===== src/rtl/periph_pkg.sv =====
package periph_pkg;

    // Data memory size
    localparam int DMEM_WORDS  = 1024;
    localparam int DMEM_AWIDTH = 10;

    // ------------------------------------------------------------
    // Interrupt controller
    // ------------------------------------------------------------
    localparam int PIC_SOURCES   = 16;
    localparam int PIC_REG_WIDTH = 8;

    // Word offsets, address bits 4:2
    typedef enum logic [2:0] {
        PIC_PEND_LO = 3'd0,
        PIC_PEND_HI = 3'd1,
        PIC_EN_LO   = 3'd2,
        PIC_EN_HI   = 3'd3
    } pic_reg_e;

    // ------------------------------------------------------------
    // GPIO and soft reset
    // ------------------------------------------------------------
    localparam int GPIO_WIDTH = 8;

    typedef enum logic [2:0] {
        GPIO_OUT   = 3'd0,
        GPIO_DIR   = 3'd1,
        GPIO_IN    = 3'd2,
        GPIO_IBASE = 3'd3,
        GPIO_CTRL  = 3'd4
    } gpio_reg_e;

    localparam int SOFT_RST_CYCLES = 4;
    localparam int SOFT_RST_CW     = $clog2(SOFT_RST_CYCLES);
    // Counter start value, pulse ends when it reaches zero
    localparam logic [SOFT_RST_CW-1:0] SOFT_RST_LOAD = SOFT_RST_CW'(SOFT_RST_CYCLES - 1);

    typedef enum logic {
        SR_IDLE   = 1'b0,
        SR_ACTIVE = 1'b1
    } soft_rst_state_e;

endpackage


===== src/rtl/wb_pkg.sv =====
package wb_pkg;

    // ------------------------------------------------------------
    // Bus widths
    // ------------------------------------------------------------
    localparam int WB_AWIDTH   = 16;
    localparam int WB_DWIDTH   = 32;
    localparam int WB_SWIDTH   = 4;

    // Slave select field sits in the top address nibble
    localparam int SLV_SEL_LSB = 12;

    // Master to slave
    typedef struct packed {
        logic [WB_AWIDTH-1:0] adr;
        logic [WB_DWIDTH-1:0] dat;
        logic [WB_SWIDTH-1:0] sel;
        logic                 we;
        logic                 cyc;
        logic                 stb;
    } wb_req_t;

    // Slave to master
    typedef struct packed {
        logic [WB_DWIDTH-1:0] dat;
        logic                 ack;
        logic                 err;
    } wb_rsp_t;

    // Address map, any other nibble is unmapped
    typedef enum logic [WB_AWIDTH-SLV_SEL_LSB-1:0] {
        SLV_DMEM = 4'h0,
        SLV_PIC  = 4'h4,
        SLV_GPIO = 4'h5
    } slave_e;

endpackage


===== src/rtl/simple_pic.sv =====
`timescale 1ns/100ps

module simple_pic (
    input  logic                               wb_clk_i,
    input  logic                               rst_n_i,
    input  wb_pkg::wb_req_t                    req_i,
    output wb_pkg::wb_rsp_t                    rsp_o,
    input  logic [periph_pkg::PIC_SOURCES-1:0] irq_i,
    output logic [1:0]                         irq_o
);

    logic [periph_pkg::PIC_SOURCES-1:0]   pend_q;
    logic [periph_pkg::PIC_SOURCES-1:0]   en_q;
    logic [periph_pkg::PIC_SOURCES-1:0]   clr;
    logic [periph_pkg::PIC_REG_WIDTH-1:0] wdat;
    logic [periph_pkg::PIC_REG_WIDTH-1:0] rdat;
    logic [wb_pkg::WB_DWIDTH-1:0]         rd_q;
    periph_pkg::pic_reg_e                 ofs;
    logic                                 ack_q;
    logic                                 accept;
    logic                                 wr;

    assign ofs    = periph_pkg::pic_reg_e'(req_i.adr[4:2]);
    assign accept = req_i.cyc & req_i.stb & ~ack_q;
    assign wr     = accept & req_i.we & req_i.sel[0];
    assign wdat   = req_i.dat[periph_pkg::PIC_REG_WIDTH-1:0];

    // Register decode, write-one-to-clear on pending
    always_comb begin
        clr  = '0;
        rdat = '0;
        case (ofs)
            periph_pkg::PIC_PEND_LO: begin
                clr[0 +: periph_pkg::PIC_REG_WIDTH] = wr ? wdat : '0;
                rdat = pend_q[0 +: periph_pkg::PIC_REG_WIDTH];
            end
            periph_pkg::PIC_PEND_HI: begin
                clr[periph_pkg::PIC_REG_WIDTH +: periph_pkg::PIC_REG_WIDTH] = wr ? wdat : '0;
                rdat = pend_q[periph_pkg::PIC_REG_WIDTH +: periph_pkg::PIC_REG_WIDTH];
            end
            periph_pkg::PIC_EN_LO: rdat = en_q[0 +: periph_pkg::PIC_REG_WIDTH];
            periph_pkg::PIC_EN_HI: rdat = en_q[periph_pkg::PIC_REG_WIDTH +: periph_pkg::PIC_REG_WIDTH];
            default:               rdat = '0;
        endcase
    end

    always_ff @(posedge wb_clk_i) begin
        if (!rst_n_i) begin
            pend_q <= '0;
            en_q   <= '0;
            irq_o  <= '0;
            ack_q  <= 1'b0;
        end else begin
            // A source that is still high beats the clear
            pend_q <= (pend_q & ~clr) | irq_i;
            if (wr && ofs == periph_pkg::PIC_EN_LO) begin
                en_q[0 +: periph_pkg::PIC_REG_WIDTH] <= wdat;
            end
            if (wr && ofs == periph_pkg::PIC_EN_HI) begin
                en_q[periph_pkg::PIC_REG_WIDTH +: periph_pkg::PIC_REG_WIDTH] <= wdat;
            end
            for (int g = 0; g < periph_pkg::PIC_SOURCES / periph_pkg::PIC_REG_WIDTH; g++) begin
                irq_o[g] <= |(pend_q[g*periph_pkg::PIC_REG_WIDTH +: periph_pkg::PIC_REG_WIDTH]
                            & en_q[g*periph_pkg::PIC_REG_WIDTH +: periph_pkg::PIC_REG_WIDTH]);
            end
            ack_q <= accept;
        end
    end

    always_ff @(posedge wb_clk_i) begin
        if (accept) begin
            rd_q <= {{(wb_pkg::WB_DWIDTH - periph_pkg::PIC_REG_WIDTH){1'b0}}, rdat};
        end
    end

    assign rsp_o = '{dat: rd_q, ack: ack_q, err: 1'b0};

    // irq_o lags the enables by one cycle
    for (genvar g = 0; g < 2; g++) begin : g_irq_chk
        a_irq_en: assert property (@(posedge wb_clk_i) disable iff (!rst_n_i)
            irq_o[g] |-> $past(|en_q[g*periph_pkg::PIC_REG_WIDTH +: periph_pkg::PIC_REG_WIDTH]))
            else $error("irq_o[%0d] high with group disabled", g);
    end

endmodule


===== config.mk =====
export PLATFORM = sky130hd
export DESIGN_NAME = simple_pic
export DESIGN_NICKNAME = d
export VERILOG_FILES = /design/src/rtl/periph_pkg.sv /design/src/rtl/wb_pkg.sv /design/src/rtl/simple_pic.sv
export SDC_FILE = /design/constraint.sdc
export NUM_CORES = 1
export LEC_CHECK = 0
export BUFFER_PORTS_ARGS = -buffer_cell sky130_fd_sc_hd__buf_2
export CAP_MARGIN = 15
export CORE_ASPECT_RATIO = 1.25
export CORE_MARGIN = 1
export CORE_UTILIZATION = 35
export CTS_CLUSTER_SIZE = 16
export DETAILED_ROUTE_END_ITERATION = 8
export HOLD_SLACK_MARGIN = 0.08
export MAX_ROUTING_LAYER = met4
export PLACE_DENSITY_LB_ADDON = 0.2
export SYNTH_ARGS = -nofsm -noshare
export SYNTH_HDL_FRONTEND = slang
export SYNTH_SLANG_ARGS = --single-unit

===== constraint.sdc =====
create_clock -name wb_clk_i -period 2.5 [get_ports wb_clk_i]
set_clock_uncertainty 0.15 [all_clocks]
set_input_delay 0.75 -clock wb_clk_i [delete_from_list [all_inputs] [get_ports wb_clk_i]]
set_output_delay 0.75 -clock wb_clk_i [all_outputs]
set_load 0.02 [all_outputs]

# After elaboration in Yosys (flattened, before gate mapping)
# Cells that the tools add are included.
# totals
ff_bits	43
output_inout_bits	36
word_cells	28
# classes
eq_ne	3
n_mux	4
n_bitwise	10
reduce_logical	5
# op_table
operator	count
case mux 8 bit (4 select lines)	1
2-to-1 mux 8 bit	3
bitwise AND 16 bit	1
bitwise AND 8 bit	2
inverter 16 bit	1
bitwise OR 16 bit	1
OR reduction 8 bit	2
== test 3 x 2 -> 1 bit (second input constant)	2
bitwise AND 1 bit	4
== test 3 x 1 -> 1 bit (second input constant)	1
logical NOT 3 bit	1
logical AND 1 bit	2
inverter 1 bit	1

# Longest topological paths before layout
# logic_depth
ltp_word	9
depth_mapped	4

# Worst setup path before layout
# OpenSTA, ideal clock, no wires.
# synth_timing
path_type	input-to-reg
from	in req_i[41] in the netlist's numbering
to	reg rd_q[0] in the netlist's numbering (data pin)
t_arrival_ns	1.550
path_slack_ns	0.546
path_stages	3
cell_sequence	buf_6 -> mux4_1 -> nor2b_1
# synth_via
elab_chain_cells	2
elab_cells_between_ends	5
# synth_rtl
item	line_no	text
start, declared	simple_pic.sv:6	input wb_pkg::wb_req_t req_i,
== test 3 x 2 -> 1 bit (tied with other cells)	simple_pic.sv:32	case (ofs)
case mux 8 bit (4 select lines) (*)	simple_pic.sv:32	
named net rdat (one bit)	simple_pic.sv:16	logic [periph_pkg::PIC_REG_WIDTH-1:0] rdat;
end signal, assigned	simple_pic.sv:72	rd_q <= {{(wb_pkg::WB_DWIDTH - periph_pkg::PIC_REG_WIDTH){1'b0}}, rdat};
end, declared	simple_pic.sv:17	logic [wb_pkg::WB_DWIDTH-1:0] rd_q;
# Mark *: on every way through the listed nets, which the timed path passes. The rest lies on a longest branch.
# A chain may end at the register's enable or synchronous reset.

# Final worst setup path
# layout_timing
from	in req_i[41] in the netlist's numbering
to	reg rd_q[1] in the netlist's numbering (data pin)
# The elaborated chain is that of the path after synthesis.

==> metrics.cfg <==
[worst_setup_path]
criticalPathCategory = primary input to flip-flop
cp.arrival_ps = 1860
worstPathMaxFanout = 12
setup.worst_path.start_class = primary input
critical_path_required_ps = 2390
cp-end-kind = flip-flop

[final_layout]
area_growth_pct = 13.66
antennaDiodeCount = 0
drive_gt1_share_pct = 24.50
stdcell_count = 331
fillerInstances = 586
multiInputGateArea_um2 = 999.7
nets = 321
ff_latch_area_um2 = 940.9

[power_and_ir_drop]
ir_drop_uv = 287.6
leakagePower_uw = 0.001074
powerDensity_nw_per_um2 = 543.2

[global_routing]
grt_pass1_wl_mm = 6.851
grt_usage_pct = 14.14
use_met2_pct = 22.35
grt_max_degree = 24
grt_pass1_vias = 1389
use_met3_pct = 3.924
grt-ovfl-total = 0
grt.busiest_layer = met2
antenna_found_initial = 0
met1_usage_pct = 17.51

[synth]
synth-main-ff-cell = dfxtp_1
synth_area_leaders = dfxtp_1 32%, edfxtp_1 11%, mux4_1 9.7%
avgSynthCellArea_um2 = 10.65
ys_seq_area_share_pct = 43.52
synth_cell_types = 23
synth_top_area_cell = dfxtp_1
syn_inst = 203
synth_edf_count = 8
ys_ff_latch = 43
synth.top_cell.area_share_pct = 32.41
synth_area_um2 = 2162
async_flop_share_pct = 0
ys_warn_count = 0

[clock_tree]
post_cts_buffers = 0
cts_tree = done
cts_root_buf = clkbuf_8
clkLatencyLatePin_ps = 290
cts_buffers = 5
htreeDepth = 2
clk_pin_slew_worst_paths_ps = 80
cts_buffer_depth = 2
clock_sinks = 43
ctsHoldBuffers = 0
cts-resized-gates = 0

[detailed_routing]
post_drt_wl_per_cell_um = 12.71
viasPerCell = 4.556
dr.pass1.iters = 4
ant_nets = 0
drtIter0Drc = 40
wl_mm = 4.206
via_count = 1508
drc = 0

[timing]
rsz0062_at_grt = no
hold_violations = 0
setup_violations = 0
final-max-slew-violation-count = 0
fmax_mhz = 507.9
post-route-period-util_pct = 78.76
fin_setup_tns_ps = 0
period_needed_ps = 1969

[min_path]
hp-class = flip-flop to flip-flop

[floorplan]
core_um2 = 5896
initial_core_util_pct = 36.67
rows = 31
fp.dieW_um = 72.30
pin_count = 109
die_h_um = 89.88
die_area_um2 = 6498

[outcome]
status = finished clean

[placement]
gp_congestion = 0.7431
portBuffers = 43
dp.cells = 323
dp_hpwl_mm = 3.165

[run]
max_cap_viol_count = 0

state kept, by name, summed over array words and instances (netlist names):
signal,flops
en_q,16
pend_q,16
rd_q,8
irq_o,2
ack_q,1
critical path: stages:
cell     delay, ps
buf_2          330
mux4_1         630
nor2b_1        150
layout by cell type (no fill, tap or decap):
master,count
a22oi_1,8
a31oi_1,16
a41oi_1,2
and2_1,1
and3b_1,1
buf_12,1
buf_2,43
buf_4,4
clkbuf_1,2
clkbuf_8,5
clkinv_2,1
conb_1,25
dfxtp_1,35
edfxtp_1,8
inv_1,18
mux2i_1,16
mux4_1,8
nand2_1,24
nand2_4,1
nand2b_4,1
nand4b_4,1
nor2b_1,8
nor3_4,1
nor4_4,2
nor4b_2,1
o21ai_0,16
per-stage QoR:
stage          area, um2  worst slack (ps)  hold slack (ps)  util, %  total power, uW
2_1_floorplan       2252             546.1            292.8        -            906.4
3_5_place_dp        2376             220.7            313.1    40.30            936.7
3_3_place_gp        2376             230.2            309.9    40.30            933.8
6_report            2457             530.9            322.4    41.68             1335
4_1_cts             2457             534.4            324.1    41.68             1351
5_1_grt             2457             508.8            345.4    41.68             1405
cells in the mapped netlist, types with 2 or more instances:
cell       n
a22oi_1    8
a31oi_1   16
a41oi_1    2
buf_4     27
buf_6      2
clkbuf_1   5
dfxtp_1   35
edfxtp_1   8
inv_1     18
mux2i_1   16
mux4_1     8
nand2_1   24
nor2b_1    8
nor4_4     2
o21ai_0   16
path summary, 6_finish.rpt:
kind / start / to / slack [ps] / cells past startpoint
setup / recovery: req_i[41] / rd_q[1] / 530 / 3
hold / removal: en_q[2] / en_q[2] / 320 / 2
setup reg to reg: ack_q / en_q[6] / 1020 / 4
hold reg to reg: en_q[2] / en_q[2] / 320 / 2
cells by family after synthesis:
family | count (synthesis) | synth area share, %
buffers and inverters | 52 | 14.41
flip-flops | 43 | 43.52
AO/OA/AOI/OAI | 42 | 11.92
AND/OR/NAND/NOR | 41 | 12.85
multiplexers | 24 | 17.13
other | 1 | 0.1734
where the power goes:
| group | internal, uW | switching, uW |
|---|---|---|
| clock network | 196 | 220 |
| logic | 62.6 | 107 |
| registers | 732 | 16.8 |
layout make-up:
cell class                      count  share of cell area, %
Multi-Input combinational cell    132                  40.68
Sequential cell                    43                  38.29
Timing Repair Buffer               48                  10.79
Tap cell                           82                  4.175
Clock buffer                        7                  3.106
Inverter                           18                  2.749
Clock inverter                      1                 0.2037
layer usage:
| layer | vias up | wire (um) |
|---|---|---|
| met4 | 0 | 40 |
| met1 | 690 | 1884 |
| met3 | 4 | 220 |
| met2 | 52 | 2062 |
| li1 | 762 | - |
| met5 | - | 0 |
Power figures use the tool's default switching activity.
