[src/rtl/periph_pkg.sv]
package periph_pkg;

    // Data memory size
    localparam int DMEM_WORDS  = 1024;
    localparam int DMEM_AWIDTH = 10;

    // ------------------------------------------------------------
    // Interrupt controller
    // ------------------------------------------------------------
    localparam int PIC_SOURCES   = 16;
    localparam int PIC_REG_WIDTH = 8;

    // Word offsets, address bits 4:2
    typedef enum logic [2:0] {
        PIC_PEND_LO = 3'd0,
        PIC_PEND_HI = 3'd1,
        PIC_EN_LO   = 3'd2,
        PIC_EN_HI   = 3'd3
    } pic_reg_e;

    // ------------------------------------------------------------
    // GPIO and soft reset
    // ------------------------------------------------------------
    localparam int GPIO_WIDTH = 8;

    typedef enum logic [2:0] {
        GPIO_OUT   = 3'd0,
        GPIO_DIR   = 3'd1,
        GPIO_IN    = 3'd2,
        GPIO_IBASE = 3'd3,
        GPIO_CTRL  = 3'd4
    } gpio_reg_e;

    localparam int SOFT_RST_CYCLES = 4;
    localparam int SOFT_RST_CW     = $clog2(SOFT_RST_CYCLES);
    // Counter start value, pulse ends when it reaches zero
    localparam logic [SOFT_RST_CW-1:0] SOFT_RST_LOAD = SOFT_RST_CW'(SOFT_RST_CYCLES - 1);

    typedef enum logic {
        SR_IDLE   = 1'b0,
        SR_ACTIVE = 1'b1
    } soft_rst_state_e;

endpackage

[src/rtl/wb_pkg.sv]
package wb_pkg;

    // ------------------------------------------------------------
    // Bus widths
    // ------------------------------------------------------------
    localparam int WB_AWIDTH   = 16;
    localparam int WB_DWIDTH   = 32;
    localparam int WB_SWIDTH   = 4;

    // Slave select field sits in the top address nibble
    localparam int SLV_SEL_LSB = 12;

    // Master to slave
    typedef struct packed {
        logic [WB_AWIDTH-1:0] adr;
        logic [WB_DWIDTH-1:0] dat;
        logic [WB_SWIDTH-1:0] sel;
        logic                 we;
        logic                 cyc;
        logic                 stb;
    } wb_req_t;

    // Slave to master
    typedef struct packed {
        logic [WB_DWIDTH-1:0] dat;
        logic                 ack;
        logic                 err;
    } wb_rsp_t;

    // Address map, any other nibble is unmapped
    typedef enum logic [WB_AWIDTH-SLV_SEL_LSB-1:0] {
        SLV_DMEM = 4'h0,
        SLV_PIC  = 4'h4,
        SLV_GPIO = 4'h5
    } slave_e;

endpackage

[src/rtl/simple_gpio.sv]
`timescale 1ns/100ps

module simple_gpio (
    input  logic                              wb_clk_i,
    input  logic                              rst_n_i,
    input  logic                              sys_rst_n_i,
    input  wb_pkg::wb_req_t                   req_i,
    output wb_pkg::wb_rsp_t                   rsp_o,
    input  logic [periph_pkg::GPIO_WIDTH-1:0] gpio_i,
    output logic [periph_pkg::GPIO_WIDTH-1:0] gpio_o,
    output logic [periph_pkg::GPIO_WIDTH-1:0] gpio_oe_o,
    output logic [7:0]                        ibase_o,
    output logic                              soft_rst_o
);

    logic [periph_pkg::GPIO_WIDTH-1:0]  out_q;
    logic [periph_pkg::GPIO_WIDTH-1:0]  dir_q;
    logic [periph_pkg::GPIO_WIDTH-1:0]  in_meta;
    logic [periph_pkg::GPIO_WIDTH-1:0]  in_sync;
    logic [periph_pkg::GPIO_WIDTH-1:0]  wdat;
    logic [periph_pkg::GPIO_WIDTH-1:0]  rdat;
    logic [7:0]                         ibase_q;
    logic [wb_pkg::WB_DWIDTH-1:0]       rd_q;
    logic [periph_pkg::SOFT_RST_CW-1:0] cnt_q;
    periph_pkg::gpio_reg_e              ofs;
    periph_pkg::soft_rst_state_e        state_q;
    logic                               ack_q;
    logic                               accept;
    logic                               wr;
    logic                               start_q;

    assign ofs    = periph_pkg::gpio_reg_e'(req_i.adr[4:2]);
    assign accept = req_i.cyc & req_i.stb & ~ack_q;
    assign wr     = accept & req_i.we & req_i.sel[0];
    assign wdat   = req_i.dat[periph_pkg::GPIO_WIDTH-1:0];

    // Pin input synchronizer
    always_ff @(posedge wb_clk_i) begin
        in_meta <= gpio_i;
        in_sync <= in_meta;
    end

    always_ff @(posedge wb_clk_i) begin
        if (!sys_rst_n_i) begin
            out_q <= '0;
            dir_q <= '0;
            ack_q <= 1'b0;
        end else begin
            if (wr && ofs == periph_pkg::GPIO_OUT) begin
                out_q <= wdat;
            end
            if (wr && ofs == periph_pkg::GPIO_DIR) begin
                dir_q <= wdat;
            end
            ack_q <= accept;
        end
    end

    // Instruction base survives the soft reset
    always_ff @(posedge wb_clk_i) begin
        if (!rst_n_i) begin
            ibase_q <= '0;
        end else if (wr && ofs == periph_pkg::GPIO_IBASE) begin
            ibase_q <= wdat;
        end
    end

    always_comb begin
        rdat = '0;
        case (ofs)
            periph_pkg::GPIO_OUT:   rdat = out_q;
            periph_pkg::GPIO_DIR:   rdat = dir_q;
            periph_pkg::GPIO_IN:    rdat = in_sync;
            periph_pkg::GPIO_IBASE: rdat = ibase_q;
            periph_pkg::GPIO_CTRL:  rdat[0] = soft_rst_o;
            default:                rdat = '0;
        endcase
    end

    always_ff @(posedge wb_clk_i) begin
        if (accept) begin
            rd_q <= {{(wb_pkg::WB_DWIDTH - periph_pkg::GPIO_WIDTH){1'b0}}, rdat};
        end
    end

    // ------------------------------------------------------------
    // Soft reset sequencer, pulse starts the cycle after ack
    // ------------------------------------------------------------
    always_ff @(posedge wb_clk_i) begin
        if (!rst_n_i) begin
            start_q <= 1'b0;
            state_q <= periph_pkg::SR_IDLE;
            cnt_q   <= '0;
        end else begin
            start_q <= wr && ofs == periph_pkg::GPIO_CTRL && req_i.dat[0];
            case (state_q)
                periph_pkg::SR_IDLE: begin
                    if (start_q) begin
                        state_q <= periph_pkg::SR_ACTIVE;
                        cnt_q   <= periph_pkg::SOFT_RST_LOAD;
                    end
                end
                periph_pkg::SR_ACTIVE: begin
                    if (cnt_q == '0) begin
                        state_q <= periph_pkg::SR_IDLE;
                    end else begin
                        cnt_q <= cnt_q - 1'b1;
                    end
                end
                default: state_q <= periph_pkg::SR_IDLE;
            endcase
        end
    end

    assign soft_rst_o = (state_q == periph_pkg::SR_ACTIVE);
    assign gpio_o     = out_q;
    assign gpio_oe_o  = dir_q;
    assign ibase_o    = ibase_q;
    assign rsp_o      = '{dat: rd_q, ack: ack_q, err: 1'b0};

    a_soft_rst_len: assert property (@(posedge wb_clk_i) disable iff (!rst_n_i)
        $rose(soft_rst_o) |-> ##(periph_pkg::SOFT_RST_CYCLES) !soft_rst_o)
        else $error("soft reset pulse too long");

endmodule

[config.mk]
export PLATFORM = sky130hd
export DESIGN_NAME = simple_gpio
export DESIGN_NICKNAME = d
export VERILOG_FILES = /design/src/rtl/periph_pkg.sv /design/src/rtl/wb_pkg.sv /design/src/rtl/simple_gpio.sv
export SDC_FILE = /design/constraint.sdc
export NUM_CORES = 1
export LEC_CHECK = 0
export BUFFER_PORTS_ARGS = -buffer_cell sky130_fd_sc_hd__buf_2
export CAP_MARGIN = 10
export CORE_MARGIN = 5
export CORE_UTILIZATION = 40
export DETAILED_ROUTE_END_ITERATION = 10
export GPL_TIMING_DRIVEN = 1
export PLACE_DENSITY_LB_ADDON = 0.25
export SLEW_MARGIN = 20
export SYNTH_ARGS = -nofsm -noshare
export SYNTH_HDL_FRONTEND = slang
export SYNTH_SLANG_ARGS = --single-unit
export TNS_END_PERCENT = 20
[constraint.sdc]
create_clock -name wb_clk_i -period 1.5 [get_ports wb_clk_i]
set_input_delay 0.15 -clock wb_clk_i [delete_from_list [all_inputs] [get_ports wb_clk_i]]
set_output_delay 0.15 -clock wb_clk_i [all_outputs]
set_load 0.005 [all_outputs]
======== After elaboration in Yosys (flattened, before gate mapping) ========
Cells that the tools add are included.
word-level totals
  output and inout bits ................... 59
  input bits .............................. 66
  word-level logic and storage cells ...... 39
  flip-flop bits (word level) ............. 53
operators by class
  reductions and logical operators ........ 8
  add/subtract/negate cells ............... 1
  bitwise operators ....................... 6
  muxes and demuxes ....................... 8
  equality and inequality tests ........... 6
operators with widths
  cell                   number
  $pmux W7 S4            1
  $eq A3 B2 Y1 const B   2
  $logic_and A1 B1 Y1    5
  $pmux W1 S5            1
  $and A1 B1 Y1          4
  $mux W2                2
  $ne A2 B2 Y1 const B   2
  $pmux W2 S2            1
  $eq A3 B1 Y1 const B   1
  $eq A3 B3 Y1 const B   1
  $logic_not A3 Y1       1
  $logic_not A2 Y1       1
  $mux W1                2
  $not A1 Y1             2
  $pmux W1 S2            1
  $reduce_and A2 Y1      1
  $sub A2 B1 Y2 const B  1

======== Longest topological paths before layout ========
Gate-level depths: netlist (run 1).
  depth in word-level cells ............... 6
  depth in mapped cells ................... 5
  depth with buffers taken out ............ 5

======== Worst setup path before layout (run 1) ========
OpenSTA, ideal clock, no wires.
  path type ............................... flip-flop to flip-flop
  from .................................... register ack_q
  to ...................................... register out_q (netlist bit gpio_o[0])
  library setup time ...................... 0.119 ns
  arrival ................................. 1.235 ns
  data required time ...................... 1.381 ns
  path slack .............................. 0.146 ns
  stages on the path, launching flop included .. 5
  path buffers ............................ 1
  clock period less this slack ............ 1.354 ns
  cells stage by stage .................... dfxtp_1 > nand4bb_4 > or4_4 > buf_6 > mux2i_1
on the way
  word-level cells in the longest chain between the ends .. 5
RTL lines
  element                      RTL line           source
  start: declaration           simple_gpio.sv:27  logic ack_q;
  start signal: assignment     simple_gpio.sv:55  ack_q <= accept;
  $not A1 Y1                   simple_gpio.sv:33  assign accept = req_i.cyc & req_i.stb & ~ack_q;
  $and A1 B1 Y1                simple_gpio.sv:33
  $and A1 B1 Y1 (2 in series)  simple_gpio.sv:34  assign wr = accept & req_i.we & req_i.sel[0];
  $logic_and A1 B1 Y1          simple_gpio.sv:49  if (wr && ofs == periph_pkg::GPIO_OUT) begin
  end signal: assignment       simple_gpio.sv:50  out_q <= wdat;
  end: declaration             simple_gpio.sv:16  logic [periph_pkg::GPIO_WIDTH-1:0] out_q;
Every way passes these cells.
A chain may end at the register's enable or synchronous reset.

======== Worst setup path in the final report (run 1) ========
  from .................................... register ack_q
  to ...................................... register out_q (netlist bit gpio_o[6])
Same word-level chain as after synthesis.

==> results of run 1 <==
[metal layers]
layer	global-route usage, %	vias up	wire length [um]
li1	-	740	-
met1	15.0	668	1970
met2	20.2	51	1990
met3	4.15	6	334
met4	4.82	0	66
met5	0	-	0
[sequential cells by signal, summed over array words and instances, names as in the netlist]
signal      flops
ack_q           1
in_meta         8
gpio_oe_o       8
cnt_q           2
start_q         1
soft_rst_o      1
rd_q            8
gpio_o          8
ibase_o         8
in_sync         8
[report_power, final]
part,internal [uW],total [uW],switching (uW)
sequential,1480,1490,9.34
clock,377,798,422
combinational,87.2,192,105
total,1940,2480,536
[cell type report]
type | instances | area, sq um | area share [%]
Inverter | 4 | 15.0 | 0.566
Sequential cell | 53 | 1140 | 43.0
Timing Repair Buffer | 74 | 428 | 16.1
Clock buffer | 8 | 90.1 | 3.39
Tap cell | 72 | 90.1 | 3.39
Multi-Input combinational cell | 126 | 890 | 33.5
[how the worst min path moves through the flow]
stage | start | end | slack (ns) | cells after the start
floorplan | gpio_i[0] | in_meta[0]$_DFF_P_ | 0.18 | 0
global placement | gpio_i[6] | in_meta[6]$_DFF_P_ | 0.25 | 1
detailed placement | gpio_i[6] | in_meta[6]$_DFF_P_ | 0.25 | 1
CTS | req_i[12] | ibase_o[5]$_SDFFE_PN0P_ | 0.09 | 3
global route | req_i[13] | ibase_o[6]$_SDFFE_PN0P_ | 0.1 | 3
finish | req_i[12] | ibase_o[5]$_SDFFE_PN0P_ | 0.1 | 3
[worst register-to-register path, delay by kind of cell, from the launching register on]
family / cells / cell delay, ns
AND/OR/NAND/NOR: 2 / 0.81
flip-flops: 1 / 0.32
multiplexers: 1 / 0.16
[cells by family after synthesis]
family,share of synthesized area (%)
AO/OA/AOI/OAI,1.66
adder cells (fa/ha/maj),0.571
buffers and inverters,11.7
flip-flops,52.1
multiplexers,19.2
other,0.171
AND/OR/NAND/NOR,14.6
[per-stage QoR]
stage	setup TNS [ns]	instance area [sq um]
2_1_floorplan	0	2280
3_3_place_gp	0	2480
3_5_place_dp	-0.00404	2480
4_1_cts	0	2650
5_1_grt	0	2650
6_report	0	2650
[cells in the final DEF (no fill, tap or decap), drive strengths merged, types with 4 or more instances in the layout]
master	count
clkbuf	8
and2	9
mux2i	24
nand2	46
mux4	8
edfxtp	8
dlygate4sd3	8
inv	4
buf	66
dfxtp	45
conb	25
[repair_timing]
action | in CTS | in global routing
hold endpoints to repair | 8 | 0
setup buffers | 0 | 0
hold buffers | 8 | 0
gates resized for setup | 0 | 0
==> impl_metrics.py, run 1 <==
metrics = {
    "placed_design": {
        "io_buffers": 59,
        "dp_hpwl_mm": 3.19,
        "place_ws_ns": -0.00370,
        "finalWeightedCongestion": 0.789,
        "place_inst": 321,
    },
    "yosys": {
        "synth_top_area_share_pct": 41.1,
        "ys_top_cells_by_count": "nand2_1 (46), dfxtp_1 (45), buf_4 (27)",
        "netlist_area_sq_mm": 0.00219,
        "netlist_instances": 194,
        "ys.flop_type": "dfxtp_1",
        "synth.most_common_cell": "nand2_1",
        "ys_top_cells_by_area": "dfxtp_1 (41%), mux2i_1 (11%), edfxtp_1 (11%)",
        "seq_area_frac_synth_pct": 52.1,
        "syn_avg_cell_area_sq_um": 11.3,
        "synth_largest_area_cell": "dfxtp_1",
        "ys_types": 26,
        "ys_warn_count": 0,
        "async_flop_share_pct": 0,
        "synth_seq_cells": 53,
        "synth_edf_count": 8,
    },
    "global_route": {
        "grt_max_degree": 26,
        "grt_pass1_vias": 1373,
        "grt-ovfl-total": 0,
        "grt_first_pass_wirelength_mm": 6.76,
        "grt_usage_pct": 12.4,
        "antenna_found_initial": 0,
    },
    "final_layout": {
        "final_layout_size_suffix_gt1_share_pct": 31.7,
        "final_cells": 337,
        "fill_cells": 526,
        "nets": 331,
        "areaGrowthSynthToFinish_pct": 21.1,
        "fin_util_pct": 49.1,
        "diodes": 0,
    },
    "timing": {
        "final_max_slew_viol_count": 0,
        "finalSetupViolCount": 0,
        "fmax_mhz": 709,
        "rsz0062_at_grt": "false",
        "hold_slack_ns": 0.0983,
        "layout_min_cycle_time_ns": 1.41,
        "fin_ws_ns": 0.0903,
        "finalCritPeriodShare_pct": 94.0,
        "hold_viol_final": 0,
        "fin_skew_ns": 0.00947,
    },
    "worst_setup_path": {
        "rr_endpoint": "gpio_o[6]$_SDFFE_PN0P_",
        "critPathMaxFanout": 8,
        "r2r_setup_slack_ns": 0.09,
        "worstPathArrival_ns": 1.59,
        "path_cells": "nand4bb_4 > or4_4 > mux2i_1",
        "start_kind": "flop",
        "timing.rr.start": "ack_q$_SDFF_PN0_",
        "critPathLaunch": "ack_q$_SDFF_PN0_",
        "reg2reg_depth": 3,
        "slowest_delay_ns": 0.56,
        "setup.worst_path.end": "gpio_o[6]$_SDFFE_PN0P_",
        "worst-path-buf-inv": 0,
        "cp_top_family": "simple AND/OR/NAND/NOR gates",
        "setup.worst_path.end_class": "flop",
        "critical_path_class": "reg2reg",
        "crit_cells": 3,
        "slowest_stage": "or4_4",
        "required_ns": 1.69,
    },
    "power_and_ir_drop": {
        "p_leak_uw": 0.00124,
        "vdd_drop_max_mv": 0.641,
        "total_power_uw": 2480,
        "p_per_area_mw_per_mm2": 934,
    },
    "routing": {
        "vias": 1465,
        "wl_per_cell_um": 13.0,
        "drtPass1Iterations": 5,
        "drt_wl_total_mm": 4.37,
        "viasPerCell": 4.35,
        "drt_iter0_drc": 66,
        "route.detailed.drc": 0,
        "ant_nets": 0,
    },
    "clock_network": {
        "root_buffer": "clkbuf_8",
        "htreeDepth": 2,
        "cts_buffers": 5,
        "cts_tree": "built",
        "clk_pin_slew_ns": 0.09,
        "clk_latency_ns": 0.30,
        "clock-sinks": 53,
        "clockBufferDepth": 2,
    },
    "die": {
        "rows": 27,
        "design.core.area_sq_mm": 0.00541,
        "die_width_um": 84.0,
        "pin_count": 125,
        "die_h_um": 84.0,
        "initial_core_util_pct": 40.5,
        "die_area_sq_mm": 0.00706,
    },
    "outcome": {
        "run_status": "finished clean",
    },
    "worst_hold_path": {
        "min_path_type": "in2reg",
    },
    "flow_run": {
        "max_cap_viol_count": 0,
    },
}
Power figures use the tool's default switching activity.
==> inputs of run 2 (changes only) <==
--- a/config.mk
+++ b/config.mk
@@ -5,8 +5,8 @@
 export SDC_FILE = /design/constraint.sdc
 export NUM_CORES = 1
 export LEC_CHECK = 0
+export ABC_AREA = 1
 export BUFFER_PORTS_ARGS = -buffer_cell sky130_fd_sc_hd__buf_2
-export CAP_MARGIN = 10
 export CORE_MARGIN = 5
 export CORE_UTILIZATION = 40
 export DETAILED_ROUTE_END_ITERATION = 10
==> impl_metrics.py, run 2 <==
metrics = {
    "timing": {
        "rsz0062_at_grt": "false",
        "finalCritPeriodShare_pct": 79.1,
        "fin_ws_ns": 0.314,
        "fin_setup_tns_ns": 0,
        "layout_min_cycle_time_ns": 1.19,
        "fmax_mhz": 843,
        "final_max_slew_viol_count": 0,
        "hold_viol_final": 0,
        "finalSetupViolCount": 0,
        "fin_skew_ns": 0.00878,
    },
    "worst_setup_path": {
        "setup.worst_path.end_class": "flop",
        "setup.worst_path.end": "cnt_q[1]$_SDFFE_PN0P_",
        "critical_path_class": "reg2reg",
        "path_cells": "inv_1 > ha_1 > nand2_1 > o21ai_0 > o21ai_0 > a21oi_1",
        "reg2reg_depth": 6,
        "critPathLaunch": "cnt_q[0]$_SDFFE_PN0P_",
        "timing.rr.start": "cnt_q[0]$_SDFFE_PN0P_",
        "crit_top_cell": "o21ai_0",
        "rr_endpoint": "cnt_q[1]$_SDFFE_PN0P_",
        "required_ns": 1.69,
        "r2r_setup_slack_ns": 0.31,
        "start_kind": "flop",
        "slowest_delay_ns": 0.34,
        "slowest_stage": "dfxtp_1",
        "worstPathArrival_ns": 1.38,
        "critPathMaxFanout": 4,
    },
    "yosys": {
        "async_flop_share_pct": 0,
        "ys.flop_type": "dfxtp_1",
        "seq_area_frac_synth_pct": 48.6,
        "synth_top_area_share_pct": 38.3,
        "syn_avg_cell_area_sq_um": 8.05,
        "synth_seq_cells": 53,
        "ys_top_cells_by_area": "dfxtp_1 (38%), nand2_1 (10%), edfxtp_1 (10%)",
        "synth_edf_count": 8,
        "netlist_area_sq_mm": 0.00235,
        "synth_largest_area_cell": "dfxtp_1",
        "synth.most_common_cell": "nand2_1",
        "ys_warn_count": 0,
        "netlist_instances": 292,
        "ys_top_cells_by_count": "nand2_1 (65), dfxtp_1 (45), nor2_1 (42)",
        "ys_types": 25,
    },
    "die": {
        "initial_core_util_pct": 40.4,
        "design.core.area_sq_mm": 0.00582,
        "die_h_um": 86.6,
        "die_area_sq_mm": 0.00751,
        "die_width_um": 86.6,
        "pin_count": 125,
        "rows": 28,
    },
    "routing": {
        "vias": 1905,
        "drt_iter0_drc": 134,
        "ant_nets": 0,
        "drtPass1Iterations": 5,
        "viasPerCell": 4.36,
        "drt_wl_total_mm": 5.22,
        "route.detailed.drc": 0,
        "wl_per_cell_um": 12.0,
    },
    "placed_design": {
        "placed_area_sq_mm": 0.00262,
        "place_ws_ns": 0.254,
        "io_buffers": 59,
        "dp_hpwl_mm": 3.93,
        "finalWeightedCongestion": 0.776,
    },
    "final_layout": {
        "fin_util_pct": 48.1,
        "fin_area_sq_mm": 0.00280,
        "final_layout_size_suffix_gt1_share_pct": 25.4,
        "diodes": 0,
        "final_cell_mix": "nand2_1 (65), buf_2 (59), dfxtp_1 (45)",
        "areaGrowthSynthToFinish_pct": 19.1,
        "fill_cells": 611,
        "nets": 428,
        "layout.cells.most_common": "nand2_1",
    },
    "outcome": {
        "run_status": "finished clean",
    },
    "flow_run": {
        "max_cap_viol_count": 0,
    },
    "clock_network": {
        "cts_tree": "built",
        "cts_buffers": 5,
        "clock-sinks": 53,
        "htreeDepth": 2,
        "ctsResizeCount": 0,
        "clk_latency_ns": 0.31,
        "clk_pin_slew_ns": 0.10,
        "root_buffer": "clkbuf_8",
        "clockBufferDepth": 2,
    },
    "global_route": {
        "grt_max_degree": 25,
        "grt-ovfl-total": 0,
        "grt_pass1_vias": 1721,
        "antenna_found_initial": 0,
        "grt_first_pass_wirelength_mm": 8.49,
        "grt_usage_pct": 14.7,
    },
    "power_and_ir_drop": {
        "vdd_drop_max_mv": 0.456,
        "p_leak_uw": 0.00135,
        "p_per_area_mw_per_mm2": 912,
    },
    "worst_hold_path": {
        "min_path_type": "in2reg",
    },
}
-- run 2: kinds of logic after synthesis --
group,synth area share [%]
other cells,0.160
fa+ha+maj,0.532
buf+inv,16.9
simple gates,32.8
compound gates,1.06
flops,48.6
-- run 2: how the worst min path moves through the flow --
stage,cells past startpoint,start,endpoint
floorplan,0,gpio_i[0],in_meta[0]$_DFF_P_
finish,3,req_i[1],ack_q$_SDFF_PN0_
global placement,1,gpio_i[0],in_meta[0]$_DFF_P_
global route,3,req_i[1],ack_q$_SDFF_PN0_
CTS,3,req_i[1],ack_q$_SDFF_PN0_
detailed placement,1,gpio_i[4],in_meta[4]$_DFF_P_
-- run 2: metrics by stage --
step	cells	hold slack [ns]	total power [uW]
floorplan	316	0.178	1690
global placement	421	0.253	1730
detailed placement	421	0.254	1730
CTS	437	0.120	2580
global route	437	0.132	2680
finish	437	0.121	2550
-- run 2: power breakdown --
group | internal, uW | switching [uW]
combinational | 85.6 | 139
sequential | 1480 | 11.5
clock | 341 | 497
total | 1900 | 648
-- run 2: final cells by class --
type | count | area, sq um | share of cell area [%]
multi-input combinational | 193 | 902 | 32.2
clock buffer | 5 | 68.8 | 2.46
timing repair buffer | 73 | 433 | 15.5
inverter | 35 | 134 | 4.78
sequential | 53 | 1140 | 40.8
clock inverter | 3 | 26.3 | 0.939
tap | 75 | 93.8 | 3.35
-- run 2: per-layer routing --
layer	vias to the layer above	GRT usage (%)	wire (um)
met4	0	4.67	81
met1	832	19.5	2270
met2	76	22.3	2350
li1	991	-	-
met5	-	0	0
met3	6	5.23	519
-- run 2: timing repair --
| action | in CTS | in global routing |
|---|---|---|
| buffers inserted | 0 | 0 |
| endpoints found under the hold margin | 8 | 0 |
| hold buffers | 8 | 0 |
-- run 2: critical path: cells and delay by family, from the launching register on --
family          cells  cell delay, ns
simple gates        1            0.08
fa+ha+maj           1            0.19
compound gates      3            0.40
buf+inv             1            0.06
flops               1            0.34
