===== src/rtl/wb_pkg.sv =====
package wb_pkg;

    // ------------------------------------------------------------
    // Bus widths
    // ------------------------------------------------------------
    localparam int WB_AWIDTH   = 16;
    localparam int WB_DWIDTH   = 32;
    localparam int WB_SWIDTH   = 4;

    // Slave select field sits in the top address nibble
    localparam int SLV_SEL_LSB = 12;

    // Master to slave
    typedef struct packed {
        logic [WB_AWIDTH-1:0] adr;
        logic [WB_DWIDTH-1:0] dat;
        logic [WB_SWIDTH-1:0] sel;
        logic                 we;
        logic                 cyc;
        logic                 stb;
    } wb_req_t;

    // Slave to master
    typedef struct packed {
        logic [WB_DWIDTH-1:0] dat;
        logic                 ack;
        logic                 err;
    } wb_rsp_t;

    // Address map, any other nibble is unmapped
    typedef enum logic [WB_AWIDTH-SLV_SEL_LSB-1:0] {
        SLV_DMEM = 4'h0,
        SLV_PIC  = 4'h4,
        SLV_GPIO = 4'h5
    } slave_e;

endpackage


===== src/rtl/wb0_intercon.sv =====
`timescale 1ns/100ps

module wb0_intercon (
    input  logic            wb_clk_i,
    input  logic            rst_n_i,
    input  wb_pkg::wb_req_t wb_req_i,
    output wb_pkg::wb_rsp_t wb_rsp_o,
    output wb_pkg::wb_req_t dmem_req_o,
    output wb_pkg::wb_req_t pic_req_o,
    output wb_pkg::wb_req_t gpio_req_o,
    input  wb_pkg::wb_rsp_t dmem_rsp_i,
    input  wb_pkg::wb_rsp_t pic_rsp_i,
    input  wb_pkg::wb_rsp_t gpio_rsp_i
);

    wb_pkg::slave_e slv;
    logic           hit_dmem;
    logic           hit_pic;
    logic           hit_gpio;
    logic           unmapped;
    logic           err_q;

    // Pass a request through with cyc and stb qualified by the decode
    function automatic wb_pkg::wb_req_t gate_req(input wb_pkg::wb_req_t req, input logic hit);
        wb_pkg::wb_req_t r;
        r     = req;
        r.cyc = req.cyc & hit;
        r.stb = req.stb & hit;
        return r;
    endfunction

    // ------------------------------------------------------------
    // Address decode
    // ------------------------------------------------------------
    assign slv = wb_pkg::slave_e'(wb_req_i.adr[wb_pkg::WB_AWIDTH-1:wb_pkg::SLV_SEL_LSB]);

    assign hit_dmem = (slv == wb_pkg::SLV_DMEM);
    assign hit_pic  = (slv == wb_pkg::SLV_PIC);
    assign hit_gpio = (slv == wb_pkg::SLV_GPIO);
    assign unmapped = ~(hit_dmem | hit_pic | hit_gpio);

    assign dmem_req_o = gate_req(wb_req_i, hit_dmem);
    assign pic_req_o  = gate_req(wb_req_i, hit_pic);
    assign gpio_req_o = gate_req(wb_req_i, hit_gpio);

    // Error slave for holes in the map, same one-cycle response as a real slave
    always_ff @(posedge wb_clk_i) begin
        if (!rst_n_i) begin
            err_q <= 1'b0;
        end else begin
            err_q <= wb_req_i.cyc & wb_req_i.stb & unmapped & ~err_q;
        end
    end

    // ------------------------------------------------------------
    // Response mux
    // ------------------------------------------------------------
    always_comb begin
        wb_rsp_o = '0;
        case (slv)
            wb_pkg::SLV_DMEM: wb_rsp_o = dmem_rsp_i;
            wb_pkg::SLV_PIC:  wb_rsp_o = pic_rsp_i;
            wb_pkg::SLV_GPIO: wb_rsp_o = gpio_rsp_i;
            default:          wb_rsp_o.err = err_q;
        endcase
    end

    a_one_strobe: assert property (@(posedge wb_clk_i) disable iff (!rst_n_i)
        $onehot0({dmem_req_o.stb, pic_req_o.stb, gpio_req_o.stb}))
        else $error("more than one slave strobed");

    a_ack_err: assert property (@(posedge wb_clk_i) disable iff (!rst_n_i)
        !(wb_rsp_o.ack && wb_rsp_o.err))
        else $error("ack and err high together");

endmodule


===== config.mk =====
export PLATFORM = sky130hd
export DESIGN_NAME = wb0_intercon
export DESIGN_NICKNAME = d
export VERILOG_FILES = /design/src/rtl/wb_pkg.sv /design/src/rtl/wb0_intercon.sv
export SDC_FILE = /design/constraint.sdc
export NUM_CORES = 1
export LEC_CHECK = 0
export BUFFER_PORTS_ARGS = -buffer_cell sky130_fd_sc_hd__buf_2
export CORE_AREA = 2 2 139 141
export CTS_CLUSTER_DIAMETER = 50
export DETAILED_ROUTE_END_ITERATION = 8
export DIE_AREA = 0 0 141 143
export HOLD_SLACK_MARGIN = 0.1
export PLACE_DENSITY = 0.37
export SLEW_MARGIN = 40
export SYNTH_ARGS = -nofsm -noshare
export SYNTH_HDL_FRONTEND = slang
export SYNTH_SLANG_ARGS = --single-unit
export TNS_END_PERCENT = 50

===== constraint.sdc =====
create_clock -name wb_clk_i -period 1.9 [get_ports wb_clk_i]
set_input_delay 0.095 -clock wb_clk_i [delete_from_list [all_inputs] [get_ports wb_clk_i]]
set_output_delay 0.095 -clock wb_clk_i [all_outputs]
set_load 0.005 [all_outputs]

### After elaboration in Yosys (flattened, before gate mapping)

Index checks and enable logic that the tools add are counted.
Widths: inputs -> output; s select.

* bits in registers: 1
* latch bits: 0
* bits in writable memories: 0
* ROM bits: 0
* output and inout port bits: 199
* logic and storage cells: 19
* memories: 0

* add/sub/neg operators: 0
* multiply operators: 0
* div/mod/pow operators: 0
* magnitude comparators: 0
* equality and inequality tests: 2
* shift operators: 0
* multiplexer cells: 2
* bitwise logic cells: 13
* reduce and logical (&&, ||, !) cells: 1

Operator list (count)
* $pmux 33 s3: 1
* $and 1x1->1: 9
* $eq 4x3->1 const B: 2
* $logic_not 4->1: 1
* $pmux 1 s3: 1
* $not 1->1: 2
* $or 1x1->1: 2

### Longest topological paths before layout

Gate-level depths: netlist of run 1.

* depth in word-level cells: 6
* depth in mapped cells: 5
* gate-level depth less buffers: 3

### Worst setup path after synthesis of run 1

OpenSTA, ideal clock, no wires.

* kind: input port to output port
* start point: input wb_req_i[53] in the netlist's numbering
* end point: output wb_rsp_o[16] in the netlist's numbering
* arrival time: 925 ps
* required time: 1805 ps
* slack: 880 ps
* cell stages on the path: 5
* path buffers: 3
* cells stage by stage: buf_2 > buf_6 > buf_4 > mux2i_1 > o2bb2ai_4

RTL lines
* from (decl): RTL line wb0_intercon.sv:6 `input wb_pkg::wb_req_t wb_req_i,`
* to (decl): RTL line wb0_intercon.sv:7 `output wb_pkg::wb_rsp_t wb_rsp_o,`

==> impl_results.md, run 1 <==
- Slew @ Worst Pin: 0.513 ns
- Non-Filler Instances: 488
- Post-Synth XOR/XNOR Area: 0
- DRT iter0 DRCs: 22
- Total negative slack: 0 ns
- P per Cell Area: 173 mW/mm^2
- Worst-path cell chain: buf_2 > or3_2 > buf_4 > o22ai_1 > a21oi_1 > buf_2
- Final period util: 0.737
- Biggest regs: err_q: 1 flops
- Placed Cells: 488
- WL final: 6700 um
- Synth top area share: 0.533
- Post-Synth Adder-Cell Area: 0
- Initial Util: 0.124
- Lkg Pwr: 1.10 nW
- Worst Clk Skew: 0 ns
- Compound-Gate Fraction of Synth Area: 0.233
- Cell mode on critical path: buf_2
- Simple-Gate Fraction of Synth Area: 0.0376
- Worst path bufs/invs: 3
- Hold path depth: 0
- Yosys warnings: 0
- Max-slew headroom: 0.655
- Total Die Area: 0.0202 sq mm
- Hold Path Class: in2out
- Post-route ant nets: 0
- Netlist cell types: 22
- Number of max-cap violations: 0
- Syn Inst Count: 259
- Largest family of logic cells by synthesized area: buffers and inverters
- Worst r2r src: err_q
- Die height: 143 um
- Crit path from: wb_req_i[52]
- Post-cts sizing count: 0
- Hold bufs inserted after CTS: 0
- Final setup margin: 0.499 ns
- CP required: 1.80 ns
- VDD IR max: 51.7 uV
- Slowest library cell on the worst path: or3_2
- Clock Latency Late Sink: 0 ns
- Setup CP Type: in2out
- GRT overflow: 0
- # setup viols final: 0
- CP Launch Type: input port
- RSZ-0062 raised after global routing: false
- Dpl cell area: 0.00215 sq mm
- ANT cells: 0
- Top cell family by delay on the critical path: buffers and inverters
- CP max FO: 17
- Pre-Repair DR Iteration Count: 3
- Vias: 1556
- I/O pin cnt: 358
- First-pass GRT wire length: 9120 um
- Pin count of the biggest net entering global routing: 22
- Core Area: 0.0186 sq mm
- Post-synth top area cell: buf_4
- Routed len/inst: 13.7 um
- Yosys reg bits: 1
- DRC Markers: 0
- Gr usage total: 0.0579
- CP endpoint kind: output port
- Pre-CTS WS: 0.460 ns
- Mapped Nets: 418
- Slew Limit Fails: 0
- Post-Syn Area per Cell: 8.86 sq um
- Final Hold Vio Count: 0
- Standard-cell row count: 50
- Vias per cell: 3.19
- IO Port Bufs: 161
- Initial antenna violation count: 0
- Critical Path Max Stage Delay: 0.49 ns
- Nets: 415
- Layout cell share with drive strength beyond 1: 0.787
- Fin crit period: 1.40 ns
- Mux contribution to synthesized area: 0.149
- Worst r2r path cells: 2
- Synth top area cells: buf_4 (53%), o2bb2ai_2 (18%), mux2i_1 (14%)
- F_max: 0.714 GHz
- Outcome: finished clean
- GPL Wtd Cong: 0.635
- Vias in the first global route: 1617
- Cell Area, Synth: 0.00229 sq mm
- Seq/Total Area, Yosys: 0.00872
- Die width: 141 um
- Min-Delay Startpoint: wb_req_i[35]
- Crit path DAT: 1.31 ns
- Syn-to-layout area delta: -6.11%
- Crit. path cell count: 6
- Finished Cell Area: 0.00215 sq mm
- Max FFs per register: 1
- Post-CTS Setup Inserts: 0
- Largest Register: err_q
- HPWL after DPL: 5970 um
## per-stage QoR
stage	hold WS (ns)	power [W]	util
floorplan	0.240	0.000450	-
global placement	0.190	0.000380	0.116
detailed placement	0.190	0.000385	0.116
CTS	0.190	0.000386	0.116
global route	0.190	0.000409	0.116
finish	0.190	0.000372	0.116
## cell usage after synthesis (all sizes together)
| library cell | instances |
|---|---|
| nand4b | 1 |
| o2bb2ai | 33 |
| nor2 | 3 |
| a21oi | 2 |
| mux2 | 1 |
| o22ai | 1 |
| o21ai | 1 |
| nand2 | 2 |
| and2 | 2 |
| nor3 | 1 |
| dfxtp | 1 |
| nand2b | 1 |
| mux2i | 33 |
| or3 | 1 |
| and3 | 3 |
| or4b | 1 |
| buf | 172 |
## report_power, final
part	switching [W]	internal, W	total, W
registers	0.00000103	0.0000223	0.0000233
clock network	0	0	0
logic	0.000166	0.000183	0.000349
## layout by cell type, fill, tap and decap left out
master and instances:
buf_2 161, mux2i_1 33, o2bb2ai_2 27, buf_4 4, nor2_1 3, o2bb2ai_4 3
o2bb2ai_1 3, a21oi_1 2, and3_1 2, and2_1 2, nand2_1 2, buf_12 2
and3_2 1, or3_2 1, or4b_1 1, o21ai_0 1, mux2_2 1, o22ai_1 1
nor3_1 1, nand2b_1 1, nand4b_1 1, dfxtp_1 1
## logic make-up after synthesis
kind of cell           after synthesis
AOI/OAI and AO/OA                   37
and+or+nand+nor                     15
DFF                                  1
buffers and inverters              172
muxes                               34
## final timing paths
check / endpoint / slack [ns]
max: wb_rsp_o[0] / 0.50
min: dmem_req_o[35] / 0.19
max reg2reg: err_q / 1.12
min reg2reg: err_q / 0.66
## metal layers
layer,share of wire,up-vias,global-route usage
met5,0,-,0
met4,0.063,0,0.0363
met3,0.096,51,0.00872
met2,0.50,129,0.110
met1,0.34,665,0.0591
li1,-,711,-
## cell type report
class,count,area [sq um]
Fill cell,2142,16400
Multi-Input combinational cell,86,966
Sequential cell,1,20.0
Tap cell,234,293
Timing Repair Buffer,167,876
(Power assumes the default switching activity.)
==> run 2, diff against run 1 <==
Settings changed: ABC_AREA from default to 1.
Clock period 1.9 ns to 1.4 ns, I/O delays scaled along.
==> impl_results.md, run 2 <==
- CP Launch Type: input port
- Max-slew headroom: 0.823 (+0.168)
- Total negative slack: 0 ns (unchanged)
- Non-Filler Instances: 565 (+16%)
- Post-cts sizing count: 0 (unchanged)
- Die width: 141 um (unchanged)
- Mux contribution to synthesized area: 0 (-0.149)
- Standard-cell row count: 50 (unchanged)
- Total Die Area: 0.0202 sq mm (unchanged)
- Number of synthesized flops with an enable pin: 0 (unchanged)
- Initial antenna violation count: 0 (unchanged)
- CP required: 1.33 ns (-0.47 ns)
- Hold bufs inserted after CTS: 0 (unchanged)
- Biggest regs: err_q: 1 flops
- Nets: 492 (+19%)
- Syn Inst Count: 334 (+29%)
- Gr usage total: 0.0624 (+0.00453)
- Fill cells: 2223 (+3.8%)
- Slowest library cell on the worst path: nor2_1
- Placed Cells: 565 (+16%)
- Setup CP Type: in2out
- F_max: 0.868 GHz
- HPWL after DPL: 6010 um (+0.74%)
- Routed len/inst: 12.5 um (-8.6%)
- Post-Syn Area per Cell: 6.84 sq um (-23%)
- Die height: 143 um (unchanged)
- DRC Markers: 0 (unchanged)
- Max FFs per register: 1 (unchanged)
- Netlist cell types: 18 (-18%)
- Core Area: 0.0186 sq mm (unchanged)
- Most frequent cells in the layout: buf_2 (161), nand2_1 (40), nand3_1 (40)
- Outcome: finished clean
- Vias: 1875 (+21%)
- RSZ-0062 raised after global routing: false
- Hold path depth: 0 (unchanged)
- CP endpoint kind: output port
- Slew @ Worst Pin: 0.263 ns (-0.250 ns)
- Asr flop ratio synth: 0 (unchanged)
- Hold Path Class: in2out
- GRT overflow: 0 (unchanged)
- Finished Cell Area: 0.00218 sq mm (+1.3%)
- Yosys reg bits: 1 (unchanged)
- CP max FO: 7 (-10)
- Post-route ant nets: 0 (unchanged)
- P per Cell Area: 206 mW/mm^2 (+19%)
- Final period util: 0.823
- DRT iter0 DRCs: 39 (+77%)
- Final setup margin: 0.248 ns (-0.251 ns)
- First-pass GRT wire length: 9950 um (+9.1%)
- Synth top area cells: buf_4 (53%), nand3_2 (13%), nand3_1 (8.8%)
- Yosys warnings: 0 (unchanged)
- VDD IR max: 51.8 uV (+0.25%)
- Seq/Total Area, Yosys: 0.00877 (+0.0000430)
- Worst path bufs/invs: 4 (+1)
- Vias per cell: 3.32 (+4.1%)
- Final Hold Vio Count: 0 (unchanged)
- Syn-to-layout area delta: -4.44%
- Most frequent cell after synthesis: buf_4
- Largest family of logic cells by synthesized area: buffers and inverters
- I/O pin cnt: 358 (unchanged)
- Fin crit period: 1.15 ns
- Compound-Gate Fraction of Synth Area: 0.00219 (-0.231)
- ANT cells: 0 (unchanged)
- Synth Flop Type: dfxtp_1
- Slew Limit Fails: 0 (unchanged)
- Most common library cells after synthesis: buf_4 (160), nand2_1 (40), nand3_1 (40)
- WL final: 7090 um (+5.8%)
- Worst r2r path cells: 3 (+1)
- Synth top area share: 0.526 (-0.00723)
- Simple-Gate Fraction of Synth Area: 0.397 (+0.359)
- Crit. path cell count: 8 (+2)
- Worst Clk Skew: 0 ns (unchanged)
- Largest Register: err_q
- Post-synth top area cell: buf_4
- Post-Synth XOR/XNOR Area: 0 (unchanged)
- Post-Synth Adder-Cell Area: 0 (unchanged)
- Critical Path Max Stage Delay: 0.17 ns (-0.32 ns)
- Pre-Repair DR Iteration Count: 3 (unchanged)
- GPL Wtd Cong: 0.726 (+14%)
- Top cell family by delay on the critical path: buffers and inverters
- Lkg Pwr: 1.31 nW (+20%)
- Pin count of the biggest net entering global routing: 37 (+68%)
- Worst-path cell chain: buf_2 > nor2_1 > nand2_1 > inv_2 > buf_4 > nand2_1 > nand3_2 > buf_2
- Post-CTS Setup Inserts: 0 (unchanged)
- Mapped Nets: 493 (+18%)
- Initial Util: 0.123 (-0.000606)
- Cell Area, Synth: 0.00228 sq mm (-0.49%)
- IO Port Bufs: 161 (unchanged)
- Vias in the first global route: 1849 (+14%)
- Number of max-cap violations: 0 (unchanged)
- Layout cell share with drive strength beyond 1: 0.707 (-0.0805)
- Crit path DAT: 1.08 ns (-0.23 ns)
- # setup viols final: 0 (unchanged)
- Clock Latency Late Sink: 0 ns (unchanged)
- Pre-CTS WS: 0.203 ns (-0.257 ns)
- Commonest non-fill, non-tap cell in the layout: buf_2
- Dpl cell area: 0.00218 sq mm (+1.3%)
## run 2: report_power, final
group / internal (W) / switching (W)
registers: 0.0000302 / 0.000000483
clock network: 0 / 0
logic: 0.000214 / 0.000206
total: 0.000244 / 0.000206
## run 2: cells by family after synthesis
family                 count (synthesis)
flip-flops                             1
buffers and inverters                179
AO/OA/AOI/OAI                          1
AND/OR/NAND/NOR                      153
## run 2: metrics by stage
| stage | power, W | utilization | hold slack, ns |
|---|---|---|---|
| floorplan | 0.000542 | - | 0.196 |
| global placement | 0.000465 | 0.117 | 0.140 |
| detailed placement | 0.000462 | 0.117 | 0.140 |
| CTS | 0.000464 | 0.117 | 0.140 |
| global route | 0.000495 | 0.117 | 0.140 |
| finish | 0.000450 | 0.117 | 0.140 |
## run 2: worst reg2reg max path, cell delays in order (launching register included)
cell     delay (ns)
dfxtp_1        0.29
nor3_1         0.18
nand3_1        0.09
inv_1          0.05
## run 2: path summary, 6_finish.rpt
path | slack [ns] | endpoint | startpoint
hold / removal | 0.14 | pic_req_o[19] | wb_req_i[19]
setup reg to reg | 0.74 | err_q | err_q
hold reg to reg | 0.50 | err_q | err_q
setup / recovery | 0.25 | wb_rsp_o[18] | wb_req_i[54]
## run 2: metal layers
| layer | part of all wire | track usage |
|---|---|---|
| met4 | 0.048 | 0.0316 |
| met2 | 0.52 | 0.124 |
| met5 | 0 | 0 |
| met1 | 0.34 | 0.0617 |
| met3 | 0.093 | 0.0107 |
## run 2: area by class of cell
cell class | instances | area [sq um] | area share
flip-flops and latches | 1 | 20.0 | 0.00917
well taps | 234 | 293 | 0.134
repair buffers | 168 | 921 | 0.422
inverters | 8 | 32.5 | 0.0149
multi-input cells | 154 | 916 | 0.420
==> run 3, diff against run 2 <==
Settings changed: PLACE_DENSITY 0.37 to 0.38.
Clock period 1.4 ns to 1 ns, I/O delays scaled along.
==> impl_results.md, run 3 (same netlist as run 2, synthesis figures left out) <==
- # setup viols final: 0 (unchanged)
- Total negative slack: 0 ns (unchanged)
- Finished Core Util: 0.149 (+0.0321)
- Routed len/inst: 15.2 um (+21%)
- Die height: 143 um (unchanged)
- Worst Clk Skew: 0 ns (unchanged)
- Min-Delay Startpoint: wb_req_i[4]
- Worst-path cell chain: buf_8 > nor2_4 > buf_6 > buf_6 > buf_8 > nand2_4 > nor2_2 > buf_2
- Max FFs per register: 1 (unchanged)
- CP Launch Type: input port
- RSZ-0062 raised after global routing: true
- Hold path depth: 0 (unchanged)
- Nets: 516 (+4.9%)
- Crit path DAT: 0.95 ns (-0.13 ns)
- Initial Util: 0.123 (unchanged)
- R2r setup slk: 0.32 ns (-0.42 ns)
- Top cell family by delay on the critical path: buffers and inverters
- CP required: 0.95 ns (-0.38 ns)
- Worst path bufs/invs: 5 (+1)
- Final period util: 0.996
- Post-route ant nets: 0 (unchanged)
- Worst r2r src: err_q
- WL final: 8970 um (+27%)
- Hold Path Class: in2out
- F_max: 1.00 GHz
- Vias: 2000 (+6.7%)
- Finished Cell Area: 0.00278 sq mm (+27%)
- FF-to-FF End: err_q
- Syn-to-layout area delta: 21.6%
- Hold bufs inserted after CTS: 0 (unchanged)
- Layout cell share with drive strength beyond 1: 0.811 (+0.104)
- Pre-CTS WS: -0.122 ns (-0.326 ns)
- Standard-cell row count: 50 (unchanged)
- IO Port Bufs: 161 (unchanged)
- Fin crit period: 0.996 ns
- I/O pin cnt: 358 (unchanged)
- Largest Register: err_q
- Dpl cell area: 0.00230 sq mm (+5.6%)
- Slowest library cell on the worst path: nor2_4
- GRT overflow: 0 (unchanged)
- Vias per cell: 3.38 (+2.0%)
- Core Area: 0.0186 sq mm (unchanged)
- GPL Wtd Cong: 0.705 (-2.8%)
- CP endpoint kind: output port
- Final Hold Vio Count: 0 (unchanged)
- Total Die Area: 0.0202 sq mm (unchanged)
- Gr usage total: 0.0813 (+0.0189)
- Biggest regs: err_q: 1 flops
- Number of max-cap violations: 0 (unchanged)
- DRT iter0 DRCs: 34 (-13%)
- Max-slew headroom: 0.848 (+0.0248)
- Pin count of the biggest net entering global routing: 28 (-24%)
- HPWL after DPL: 6850 um (+14%)
- VDD IR max: 77.7 uV (+50%)
- Setup CP Type: in2out
- Clock Latency Late Sink: 0 ns (unchanged)
- DRC Markers: 0 (unchanged)
- Slew @ Worst Pin: 0.226 ns (-0.0368 ns)
- CP max FO: 5 (-2)
- Most frequent cells in the layout: buf_2 (156), nand3_2 (44), nand2_2 (29)
- Commonest non-fill, non-tap cell in the layout: buf_2
- Final setup margin: 0.00446 ns (-0.243 ns)
- P per Cell Area: 300 mW/mm^2 (+46%)
- Initial antenna violation count: 4 (+4)
- Worst r2r path cells: 3 (unchanged)
- Hold Path Sink: dmem_req_o[4]
- Lkg Pwr: 1.62 nW (+24%)
- Outcome: finished clean
- First-pass GRT wire length: 12200 um (+23%)
- Slew Limit Fails: 0 (unchanged)
- Vias in the first global route: 2032 (+9.9%)
- Pre-Repair DR Iteration Count: 4 (+1)
- Critical Path Max Stage Delay: 0.14 ns (-0.03 ns)
- Die width: 141 um (unchanged)
[run 3: worst max-delay path by stage]
stage	start	depth (start not counted)	slack, ns	endpoint
finish	wb_req_i[52]	8	0.004	dmem_req_o[0]
global route	wb_req_i[52]	8	-0.06	dmem_req_o[0]
CTS	wb_req_i[51]	8	-0.03	wb_rsp_o[12]
detailed placement	wb_req_i[52]	8	-0.12	wb_rsp_o[25]
global placement	wb_req_i[52]	8	-0.12	wb_rsp_o[25]
floorplan	wb_req_i[52]	6	0.28	wb_rsp_o[10]
[run 3: layout make-up]
type / count / area (sq um)
Sequential cell: 1 / 20.0
Fill cell: 2107 / 15800
Antenna cell: 2 / 5.00
Inverter: 8 / 52.6
Tap cell: 234 / 293
Timing Repair Buffer: 192 / 1310
Multi-Input combinational cell: 154 / 1100
[run 3: stage by stage]
stage               std cells  hold slack, ns  power (W)
detailed placement        578           0.100   0.000695
CTS                       589           0.100   0.000825
floorplan                 334           0.176   0.000759
global route              589           0.100   0.000904
global placement          578           0.100   0.000699
finish                    591           0.100   0.000834
[run 3: timing repair]
| action | CTS | global route |
|---|---|---|
| cloned | 4 | 1 |
| resized for setup | 46 | 33 |
| pin swaps | 5 | 6 |
| setup buffers | 8 | 2 |
| endpoints found under the setup margin | 34 | 35 |
[run 3: report_power, final]
part / leakage [nW] / internal (W) / switching [W]
registers: 0.00818 / 0.0000423 / 0.000000848
clock network: 0.0000127 / 0.00000000281 / 0
logic: 1.61 / 0.000418 / 0.000373
total: 1.62 / 0.000460 / 0.000374
[run 3: per-layer routing]
| metal | GRT usage | vias to the layer above | routed length (um) |
|---|---|---|---|
| met5 | 0 | - | 27 |
| met1 | 0.0738 | 840 | 2840 |
| met2 | 0.165 | 142 | 4710 |
| met3 | 0.0231 | 66 | 922 |
| met4 | 0.0374 | 4 | 473 |
| li1 | - | 948 | - |
